--- config.mk ---
export PLATFORM = sky130hd
export DESIGN_NAME = sprite_engine_top
export DESIGN_NICKNAME = d
export VERILOG_FILES = /design/src/source/sprite_pkg.sv /design/src/source/video_pkg.sv /design/src/source/sprite_engine_top.sv /design/src/source/sprite_colour_memory.sv /design/src/source/sprite_line_counter.sv /design/src/source/sprite_registers.sv /design/src/source/vga_sync_generator.sv
export SDC_FILE = /design/constraint.sdc
export NUM_CORES = 2
export LEC_CHECK = 0
export BUFFER_PORTS_ARGS = -buffer_cell sky130_fd_sc_hd__buf_2
export CAP_MARGIN = 20
export CORE_UTILIZATION = 45
export CTS_CLUSTER_DIAMETER = 50
export DETAILED_ROUTE_END_ITERATION = 8
export PLACE_DENSITY_LB_ADDON = 0.25
export SLEW_MARGIN = 10
export SYNTH_ARGS = -nofsm -noshare
export SYNTH_HDL_FRONTEND = slang
export SYNTH_SLANG_ARGS = --single-unit
--- constraint.sdc ---
create_clock -name clk_pixel -period 8.8 [get_ports clk_pixel]
set_input_delay 1.76 -clock clk_pixel [delete_from_list [all_inputs] [get_ports clk_pixel]]
set_output_delay 1.76 -clock clk_pixel [all_outputs]
set_load 0.01 [all_outputs]
--- src/source/sprite_pkg.sv ---
package sprite_pkg;

	////////////////////////////////////////////////////////////
	// sprite geometry and colour memory
	////////////////////////////////////////////////////////////

	localparam int sprite_width = 20; // pixels per sprite row.
	localparam int sprite_height = 20; // rows per sprite.
	localparam int colour_memory_depth = 512; // entries in the colour memory.

	typedef logic [8:0] colour_address_t; // wraps modulo colour_memory_depth.

	// sprite descriptor word.
	typedef struct packed {
		logic enable; // bit 31.
		logic [3:0] spare; // bits 30:27 are unused.
		logic [8:0] x; // left column in bits 26:18.
		logic [8:0] y; // top row in bits 17:9.
		colour_address_t offset; // first memory entry in bits 8:0.
	} sprite_descriptor_t;

	////////////////////////////////////////////////////////////
	// apb register map
	////////////////////////////////////////////////////////////

	typedef logic [11:0] register_address_t; // byte address on the bus.

	typedef struct packed {
		logic psel;
		logic penable;
		logic pwrite;
		register_address_t paddr;
		logic [31:0] pwdata;
	} apb_request_t;

	localparam register_address_t address_descriptor = 12'h000; // sprite descriptor word.
	localparam register_address_t address_background = 12'h004; // background colour.
	localparam register_address_t address_memory_base = 12'h800; // colour memory window.

endpackage

--- src/source/video_pkg.sv ---
package video_pkg;

	////////////////////////////////////////////////////////////
	// 640 x 480 display timing
	////////////////////////////////////////////////////////////

	localparam int h_visible = 640; // visible pixels per line.
	localparam int h_front = 16; // pixels before the sync pulse.
	localparam int h_sync = 96; // sync pulse width in pixels.
	localparam int h_back = 48; // pixels after the sync pulse.
	localparam int h_total = h_visible + h_front + h_sync + h_back; // 800 clocks per line.

	localparam int v_visible = 480; // visible lines per frame.
	localparam int v_front = 10; // lines before the sync pulse.
	localparam int v_sync = 2; // sync pulse width in lines.
	localparam int v_back = 33; // lines after the sync pulse.
	localparam int v_total = v_visible + v_front + v_sync + v_back; // 525 lines per frame.

	localparam int h_sync_start = h_visible + h_front; // first low clock of hsync.
	localparam int h_sync_end = h_sync_start + h_sync; // first high clock after the pulse.
	localparam int v_sync_start = v_visible + v_front; // first low line of vsync.
	localparam int v_sync_end = v_sync_start + v_sync; // first high line after the pulse.

	////////////////////////////////////////////////////////////
	// pixel types
	////////////////////////////////////////////////////////////

	typedef logic [9:0] pixel_x_t; // column from 0 to h_total - 1.
	typedef logic [9:0] pixel_y_t; // row from 0 to v_total - 1.
	typedef logic [7:0] colour_t; // rgb332.

	typedef struct packed {
		pixel_x_t x; // current column.
		pixel_y_t y; // current row.
		logic hsync; // active low.
		logic vsync; // active low.
		logic active; // inside the visible area.
	} video_timing_t;

	// timing value held during reset.
	localparam video_timing_t timing_idle = '{
		x: '0,
		y: '0,
		hsync: 1'b1,
		vsync: 1'b1,
		active: 1'b0
	};

endpackage
--- src/source/sprite_engine_top.sv ---
module sprite_engine_top (
	input logic clk_pixel,
	input logic reset,
	input sprite_pkg::apb_request_t apb,
	output logic [31:0] prdata,
	output logic pready,
	output logic hsync,
	output logic vsync,
	output logic active,
	output video_pkg::pixel_x_t pixel_x,
	output video_pkg::pixel_y_t pixel_y,
	output video_pkg::colour_t colour
);

	sprite_pkg::sprite_descriptor_t descriptor;
	video_pkg::colour_t background;
	logic memory_write;
	sprite_pkg::colour_address_t memory_write_address;
	video_pkg::colour_t memory_write_data;
	video_pkg::video_timing_t timing; // from the sync generator.
	sprite_pkg::colour_address_t memory_address;
	logic sprite_hit;
	logic count_finished; // row status of the line counter.
	video_pkg::colour_t read_colour;
	video_pkg::video_timing_t timing_line; // aligned with memory_address.
	video_pkg::video_timing_t timing_memory; // aligned with read_colour.
	logic hit_memory; // sprite_hit aligned with read_colour.
	video_pkg::video_timing_t video_out; // registered with colour.

	sprite_registers i_sprite_registers (
		.clk_pixel(clk_pixel),
		.reset(reset),
		.apb(apb),
		.prdata(prdata),
		.pready(pready),
		.descriptor(descriptor),
		.background(background),
		.memory_write(memory_write),
		.memory_write_address(memory_write_address),
		.memory_write_data(memory_write_data)
	);

	vga_sync_generator i_vga_sync_generator (
		.clk_pixel(clk_pixel),
		.reset(reset),
		.timing(timing)
	);

	sprite_line_counter i_sprite_line_counter (
		.clk_pixel(clk_pixel),
		.reset(reset),
		.pixel_x(timing.x),
		.pixel_y(timing.y),
		.descriptor(descriptor),
		.memory_address(memory_address),
		.sprite_hit(sprite_hit),
		.count_finished(count_finished)
	);

	sprite_colour_memory i_sprite_colour_memory (
		.clk_pixel(clk_pixel),
		.memory_write(memory_write),
		.memory_write_address(memory_write_address),
		.memory_write_data(memory_write_data),
		.memory_address(memory_address),
		.read_colour(read_colour)
	);

	////////////////////////////////////////////////////////////
	// timing delay and colour select
	////////////////////////////////////////////////////////////

	always_ff @(posedge clk_pixel or negedge reset) begin
		if (!reset) begin
			timing_line <= video_pkg::timing_idle;
			timing_memory <= video_pkg::timing_idle;
			video_out <= video_pkg::timing_idle; // syncs high, inactive.
			hit_memory <= 1'b0;
			colour <= '0;
		end else begin
			timing_line <= timing; // line counter stage.
			timing_memory <= timing_line; // memory read stage.
			hit_memory <= sprite_hit;
			video_out <= timing_memory;
			if (!timing_memory.active) begin
				colour <= '0; // black in blanking.
			end else if (hit_memory) begin
				colour <= read_colour; // sprite pixel.
			end else begin
				colour <= background;
			end
		end
	end

	assign hsync = video_out.hsync;
	assign vsync = video_out.vsync;
	assign active = video_out.active;
	assign pixel_x = video_out.x; // coordinate of the pixel on colour.
	assign pixel_y = video_out.y;

endmodule

--- src/source/sprite_colour_memory.sv ---
module sprite_colour_memory (
	input logic clk_pixel,
	input logic memory_write,
	input sprite_pkg::colour_address_t memory_write_address,
	input video_pkg::colour_t memory_write_data,
	input sprite_pkg::colour_address_t memory_address,
	output video_pkg::colour_t read_colour
);

	video_pkg::colour_t storage [sprite_pkg::colour_memory_depth]; // sprite pixels.

	// write port from the apb slave.
	always_ff @(posedge clk_pixel) begin
		if (memory_write) begin
			storage[memory_write_address] <= memory_write_data;
		end
	end

	// pixel read port, one cycle latency.
	always_ff @(posedge clk_pixel) begin
		read_colour <= storage[memory_address];
	end

endmodule

--- src/source/sprite_line_counter.sv ---
module sprite_line_counter (
	input logic clk_pixel,
	input logic reset,
	input video_pkg::pixel_x_t pixel_x,
	input video_pkg::pixel_y_t pixel_y,
	input sprite_pkg::sprite_descriptor_t descriptor,
	output sprite_pkg::colour_address_t memory_address,
	output logic sprite_hit,
	output logic count_finished
);

	typedef enum logic {
		idle,
		counting
	} line_state_t;

	line_state_t state;
	logic [4:0] column; // column of the current pixel while counting.
	logic [4:0] column_now; // zero on the starting pixel.
	sprite_pkg::colour_address_t row_base; // first entry of the next row.
	sprite_pkg::colour_address_t line_base; // first entry of this row.
	video_pkg::pixel_x_t sprite_left;
	video_pkg::pixel_y_t sprite_top;
	logic row_in_span; // pixel_y inside the sprite rows.
	logic first_row;
	logic start; // first column of a sprite row.
	logic in_sprite; // current pixel belongs to the sprite.
	logic last_column;

	assign sprite_left = video_pkg::pixel_x_t'(descriptor.x); // zero extended.
	assign sprite_top = video_pkg::pixel_y_t'(descriptor.y);
	assign row_in_span = (pixel_y >= sprite_top) &&
		(pixel_y < sprite_top + video_pkg::pixel_y_t'(sprite_pkg::sprite_height));
	assign first_row = pixel_y == sprite_top;
	assign start = (state == idle) && row_in_span && (pixel_x == sprite_left);
	assign in_sprite = start || (state == counting);
	assign column_now = (state == counting) ? column : 5'd0;
	assign last_column = in_sprite && (column_now == 5'(sprite_pkg::sprite_width - 1));
	assign line_base = first_row ? descriptor.offset : row_base; // offset on the top row.

	////////////////////////////////////////////////////////////
	// column fsm
	////////////////////////////////////////////////////////////

	always_ff @(posedge clk_pixel or negedge reset) begin
		if (!reset) begin
			state <= idle;
			column <= '0;
			row_base <= '0;
			sprite_hit <= 1'b0;
			count_finished <= 1'b1; // no row in progress.
		end else begin
			sprite_hit <= in_sprite && descriptor.enable;
			count_finished <= !in_sprite || last_column; // high outside a row and on its end.
			if (last_column) begin
				state <= idle;
				column <= '0;
				row_base <= line_base + sprite_pkg::colour_address_t'(sprite_pkg::sprite_width);
			end else if (in_sprite) begin
				state <= counting;
				column <= column_now + 1'b1;
			end
		end
	end

	// offset plus row base plus column, wraps at 512.
	always_ff @(posedge clk_pixel) begin
		memory_address <= line_base + sprite_pkg::colour_address_t'(column_now);
	end

endmodule

--- src/source/sprite_registers.sv ---
module sprite_registers (
	input logic clk_pixel,
	input logic reset,
	input sprite_pkg::apb_request_t apb,
	output logic [31:0] prdata,
	output logic pready,
	output sprite_pkg::sprite_descriptor_t descriptor,
	output video_pkg::colour_t background,
	output logic memory_write,
	output sprite_pkg::colour_address_t memory_write_address,
	output video_pkg::colour_t memory_write_data
);

	logic register_write; // access phase of a write.
	logic memory_window; // address falls in the colour memory.
	sprite_pkg::register_address_t memory_offset; // byte offset into the window.

	assign register_write = apb.psel && apb.penable && apb.pwrite;
	assign memory_window = apb.paddr >= sprite_pkg::address_memory_base;
	assign memory_offset = apb.paddr - sprite_pkg::address_memory_base;
	assign pready = 1'b1; // no wait states.

	////////////////////////////////////////////////////////////
	// control registers
	////////////////////////////////////////////////////////////

	always_ff @(posedge clk_pixel or negedge reset) begin
		if (!reset) begin
			descriptor <= '0; // sprite disabled.
			background <= '0;
			memory_write <= 1'b0;
		end else begin
			memory_write <= register_write && memory_window; // one cycle pulse.
			if (register_write && !memory_window) begin
				case (apb.paddr)
					sprite_pkg::address_descriptor: begin
						descriptor <= sprite_pkg::sprite_descriptor_t'(apb.pwdata);
					end
					sprite_pkg::address_background: begin
						background <= apb.pwdata[7:0]; // low byte only.
					end
					default: begin
						// unmapped register addresses are ignored.
					end
				endcase
			end
		end
	end

	// memory write payload that goes with the pulse above.
	always_ff @(posedge clk_pixel) begin
		if (register_write && memory_window) begin
			memory_write_address <= memory_offset[10:2]; // word index 0 to 511.
			memory_write_data <= apb.pwdata[7:0];
		end
	end

	////////////////////////////////////////////////////////////
	// read data
	////////////////////////////////////////////////////////////

	always_comb begin
		case (apb.paddr)
			sprite_pkg::address_descriptor: prdata = descriptor;
			sprite_pkg::address_background: prdata = {24'd0, background};
			default: prdata = 32'd0; // memory space reads as zero.
		endcase
	end

endmodule

--- src/source/vga_sync_generator.sv ---
module vga_sync_generator (
	input logic clk_pixel,
	input logic reset,
	output video_pkg::video_timing_t timing
);

	video_pkg::pixel_x_t h_count; // column being generated.
	video_pkg::pixel_y_t v_count; // line being generated.
	logic h_last; // last clock of a line.
	logic v_last; // last line of a frame.

	assign h_last = h_count == video_pkg::pixel_x_t'(video_pkg::h_total - 1);
	assign v_last = v_count == video_pkg::pixel_y_t'(video_pkg::v_total - 1);

	////////////////////////////////////////////////////////////
	// counters
	////////////////////////////////////////////////////////////

	always_ff @(posedge clk_pixel or negedge reset) begin
		if (!reset) begin
			h_count <= '0;
			v_count <= '0;
		end else begin
			if (h_last) begin
				h_count <= '0; // wrap at h_total.
				if (v_last) begin
					v_count <= '0; // new frame.
				end else begin
					v_count <= v_count + 1'b1; // next line.
				end
			end else begin
				h_count <= h_count + 1'b1;
			end
		end
	end

	////////////////////////////////////////////////////////////
	// registered timing flags
	////////////////////////////////////////////////////////////

	always_ff @(posedge clk_pixel or negedge reset) begin
		if (!reset) begin
			timing <= video_pkg::timing_idle; // syncs high, not active.
		end else begin
			timing.x <= h_count;
			timing.y <= v_count;
			timing.active <= (h_count < video_pkg::h_visible) &&
				(v_count < video_pkg::v_visible); // visible window.
			timing.hsync <= !((h_count >= video_pkg::h_sync_start) &&
				(h_count < video_pkg::h_sync_end)); // low for h_sync clocks.
			timing.vsync <= !((v_count >= video_pkg::v_sync_start) &&
				(v_count < video_pkg::v_sync_end)); // low for v_sync lines.
		end
	end

endmodule

-- Yosys cells after proc, flatten, opt, wreduce, memory -nomap -nowiden
Memory sizes are Yosys's and may differ from the RTL's. A register that Yosys moved wholly into a read port is not among the register bits.
Index checks and enable logic that the tools add are counted.
- register bits after elaboration: 204
- latch bits: 0
- RAM bits: 4096
- memory bits (read-only): 0
- output and inout bits: 64
- word-level logic and storage cells: 95
- memories: 1
- memory list (name ; depth ; bits a word ; rd ports ; clocked after Yosys merged registers in ; write ports ; RTL line ; source):
    i_sprite_colour_memory.storage ; 512 ; 8 ; 1 ; 1 ; 1 ; sprite_colour_memory.sv:10 ; video_pkg::colour_t storage [sprite_pkg::colour_memory_depth];
- $add $sub $neg: 7
- multiply operators: 0
- divide/modulo/power cells: 0
- order comparisons: 9
- equality and inequality tests: 6
- shifts and indexed selects: 0
- mux-type cells: 13
- bitwise gates (word level): 1
- reduce and logical (&&, ||, !) cells: 20
- operators by type and width (kind ; count):
    $pmux W32 S2 ; 1
    $add A10 B1 Y10 const B ; 2
    $eq A10 B10 Y1 const B ; 2
    $eq A10 B9 Y1 ; 2
    $lt A10 B10 Y1 const B ; 2
    $lt A10 B9 Y1 const B ; 2
    $mux W10 ; 2
    $mux W8 ; 2
    $mux W5 ; 3
    $eq A12 B3 Y1 const B ; 1
    $ge A12 B12 Y1 const B ; 1
    $logic_and A1 B1 Y1 ; 12
    $logic_not A12 Y1 ; 1
    $sub A11 B1 Y11 const B ; 1
    $add A9 B5 Y10 const B ; 1
    $ge A10 B10 Y1 const B ; 1
    $ge A10 B9 Y1 ; 1
    $ge A10 B9 Y1 const B ; 1
    $lt A10 B10 Y1 ; 1
    $add A9 B5 Y9 ; 1
    $add A9 B5 Y9 const B ; 1
    $mux W9 ; 1
    $add A5 B1 Y5 const B ; 1
    $eq A5 B5 Y1 const B ; 1
    other kinds (6) ; 12

-- Logic depth before layout (Yosys ltp)
- depth in word-level cells: 8
- depth in mapped cells: 14
- gate-level depth less buffers: 13

-- By module
A second synthesis with hierarchy kept.
- cells, all modules: 8664
- area total of the unflattened synthesis: 168171.3 sq um
- by module, submodules not included (module ; times used ; cells each ; area each (sq um)):
    sprite_colour_memory ; 1 ; 8030 ; 159927.1
    sprite_registers ; 1 ; 155 ; 2412.3
    sprite_line_counter ; 1 ; 251 ; 2115.8
    sprite_engine_top ; 1 ; 95 ; 2100.8
    vga_sync_generator ; 1 ; 133 ; 1615.3

-- Worst setup path before layout
OpenSTA, ideal clock, no wires.
- kind: reg-to-reg
- start point: register i_sprite_registers.memory_write_data[0]
- end point: memory i_sprite_colour_memory.storage[0][0] (netlist bit), data pin
- arrival: 6.158 ns
- slack: 1.207 ns
- stages on the path, launching flop included: 1
- path buffers: 0
- period minus slack after synthesis: 7.593 ns
- cell sequence: edfxtp_1
- RTL lines (what ; RTL line ; source):
    start, declared ; sprite_registers.sv:11 ; output video_pkg::colour_t memory_write_data
    start signal, assigned ; sprite_registers.sv:54 ; memory_write_data <= apb.pwdata[7:0];
    end, declared ; sprite_colour_memory.sv:10 ;
Straight into the memory's write port.

-- Worst setup path after layout
- start point: input port apb[43] (netlist bit)
- end point: output port prdata[19]
- word-level cells in the longest chain between the ends: 2
- elaborated cells between the ends (all ways): 3
- RTL lines (what ; RTL line ; source):
    start, declared ; sprite_engine_top.sv:4 ; input sprite_pkg::apb_request_t apb,
    $eq A12 B3 Y1 or $logic_not A12 Y1 (tied branches) ; sprite_registers.sv:63 ; case (apb.paddr)
    $pmux W32 S2 (*) ; sprite_registers.sv:63 ;
    end, declared ; sprite_engine_top.sv:5 ; output logic [31:0] prdata,
Every way passes the cells marked *; elsewhere a longest branch is shown, timed or not.

==> run metrics <==
max_cap viols=0; Cells after Synth=7704; Initial Util=45.3%; Reg-to-Reg Start=i_sprite_line_counter.memory_address[0]; Startpoint Class=input port; per-cell routed wire length=30.2 um; Tot Pwr=42.0 mW; Die X=609 um; Worst path max stage delay=0.66 ns; DRT iter0 DRCs=8544; worst clock skew=0.0654 ns; Pre-antenna DRT Iters=6; CP Capture Type=primary output; ordered cell list for the critical path=buf_2 -> nor4_1 -> nand3_1 -> buf_4 -> nor2_1 -> and2_1 -> buf_2; Layout area overhead=12.8%; total wire length=397000 um; Leak=56.4 nW; PostCTS Resize Cnt=0; core area=366000 um2; CTS tree=built; Finished Layout Cells=13100; largest net degree at the start of global routing=205; placed cell areas=172000 um2; Core Rows=222; Cell Area, Synth=166000 um2; Slew Viols, Final=0; CTS H-Tree Depth=5; GRT Total Usage=21.2%; synth unique cells=61; # IOs=113; Synth top area share=74.4%; Fin Hold WS=0.346 ns; number of setup buffers added after CTS=0; Nets=8023; clock tree root buffer cell=clkbuf_16; Num CTS Buffers=460; clock slew at reported path FFs=0.06 ns; maximum vdd ir drop=166 uV; FF-to-FF path depth=8; DRC Markers=0; total power per unit cell area=224 nW/um2; ys flop type=edfxtp_1; Synth top cells by count=edfxtp_1, mux4_2, nor2_1; chip height=609 um; worst-margin pin slew=1.36 ns; Net Count, Synth=7783; first-pass GRT wire length=577000 um; Post-DP HPWL=228000 um; layout cells sized above 1=25.7%; Crit path top cell by count=buf_2; multi-input logic area=35500 um2; hold_buf cts=0; setup TNS=0 ns; vias in the first global route=80700; CP max stage cell=nor2_1; hold path start=timing_memory[7]; period utilization=70.1%; CP max FO=19; via count=78800; Post-synth ARST share=4.13%; worst rel slew slack=9.32%; initial antenna violation count=14; final worst setup slack=2.63 ns; Fin. Hold Viols=0; reg-to-reg endpoint=i_sprite_colour_memory.read_colour[4]; # placed instances=12300; endpoints failing setup=0; clock sink count=4308; R2R setup slack=3.98 ns; post-route cell area=187000 um2; CP startpoint=apb[43]; RSZ-0062 raised after global routing=false; Place WS=2.45 ns; PortBufs=111; via/cell ratio=5.99; Post-synth EDFFs=4113; largest cells by area after synthesis=edfxtp_1, mux4_2, dfrtp_1, nor2_1, mux2i_1; cell with the most instances after synthesis=edfxtp_1; cell taking the most area after synthesis=edfxtp_1; DIE AREA=371000 um2; ANT nets after route=0; Reg area=128000 um2; critical path class=in2out; Hold Path End=pixel_y[4]; fin crit period=6.17 ns; Skew-Pair Late Insertion Delay=0.99 ns; Synth Warn #=0; # fillers=28400; Req. time, crit path=7.04 ns; Post-Syn Area per Cell=21.5 um2; Max Freq=0.162 GHz; RePlAce Congestion=0.803; final core occ=51.1%; global route overflow=0; CTS Buffer Depth=4; status=finished clean; Critical Path AT=4.41 ns; sequential area share after synthesis=77.3%; Hold Crit Depth=0; worst hold path type=reg2reg; post-synthesis sequential element count=4308
[flip-flops by register name (all words and copies together), names as in the netlist, 5 cells and up]
register,flops
pixel_y,10
timing_line,23
i_sprite_colour_memory.storage,4096
i_vga_sync_generator.v_count,10
timing_memory,23
colour,8
i_sprite_registers.background,8
i_sprite_registers.memory_write_address,9
i_sprite_registers.descriptor,32
pixel_x,10
i_vga_sync_generator.timing,23
i_sprite_line_counter.column,5
i_sprite_colour_memory.read_colour,8
i_vga_sync_generator.h_count,10
i_sprite_line_counter.row_base,9
i_sprite_registers.memory_write_data,8
i_sprite_line_counter.memory_address,9
[placed cells by master, fill, tap and decap left out, drive strengths merged, types with 34 or more instances in the layout]
master  instances
a21oi          48
a221oi         84
buf           246
bufinv         58
clkbuf        562
clkinv        172
dfrtp         170
edfxtp       4113
inv            56
mux2          144
mux2i         207
mux4         1024
nand2         144
nand3          34
nor2          577
o21ai         164
o221ai         98
o22a           68
[cells by family (layout without fill, tap and decap cells)]
| logic type | after synthesis | in the layout | synth area share, % |
|---|---|---|---|
| adders and majority gates | 30 | 30 | 0.231 |
| xor gates and xnor gates | 35 | 35 | 0.185 |
| and+or+nand+nor | 882 | 882 | 2.21 |
| buffers and inverters | 494 | 1113 | 1.44 |
| other | 1 | 2 | 0.00226 |
| AOI/OAI and AO/OA | 579 | 579 | 2.50 |
| DFF | 4308 | 4308 | 77.3 |
| muxes | 1375 | 1375 | 16.1 |
[worst max-delay path by stage]
stage	end	cells after the start	slack, ns
floorplan	i_sprite_colour_memory.storage[0][0]	0	1.21
global placement	prdata[19]	7	2.45
detailed placement	prdata[19]	7	2.45
CTS	prdata[19]	7	2.42
global route	prdata[19]	7	2.40
finish	prdata[19]	7	2.63
[worst max-delay path: cells and delay by family]
family | cells | cell delay, ns
simple gates | 4 | 1.75
buf+inv | 3 | 0.84
[where the power goes]
group,total (mW),internal [mW],switching [mW]
combinational,0.258,0.0267,0.231
clock,19.4,11.5,7.92
sequential,22.3,22.3,0.00711
[per-layer routing]
metal  up-vias  GRT usage, %  part of all wire, %
met5         -             0               0.0040
met4         2          6.68                  3.2
met3       609          3.20                  7.3
met2      3113          33.9                   48
met1     42300          30.3                   41
li1      32700             -                    -
[final cells by class]
type / count / share of cell area [%]
diodes: 1 / 0.00134
clock buffers: 561 / 6.45
clock inverters: 280 / 1.67
inverters: 25 / 0.0501
multi-input cells: 2902 / 19.0
flip-flops and latches: 4308 / 68.5
well taps: 4816 / 3.22
repair buffers: 247 / 1.11
(Power assumes the default switching activity.)
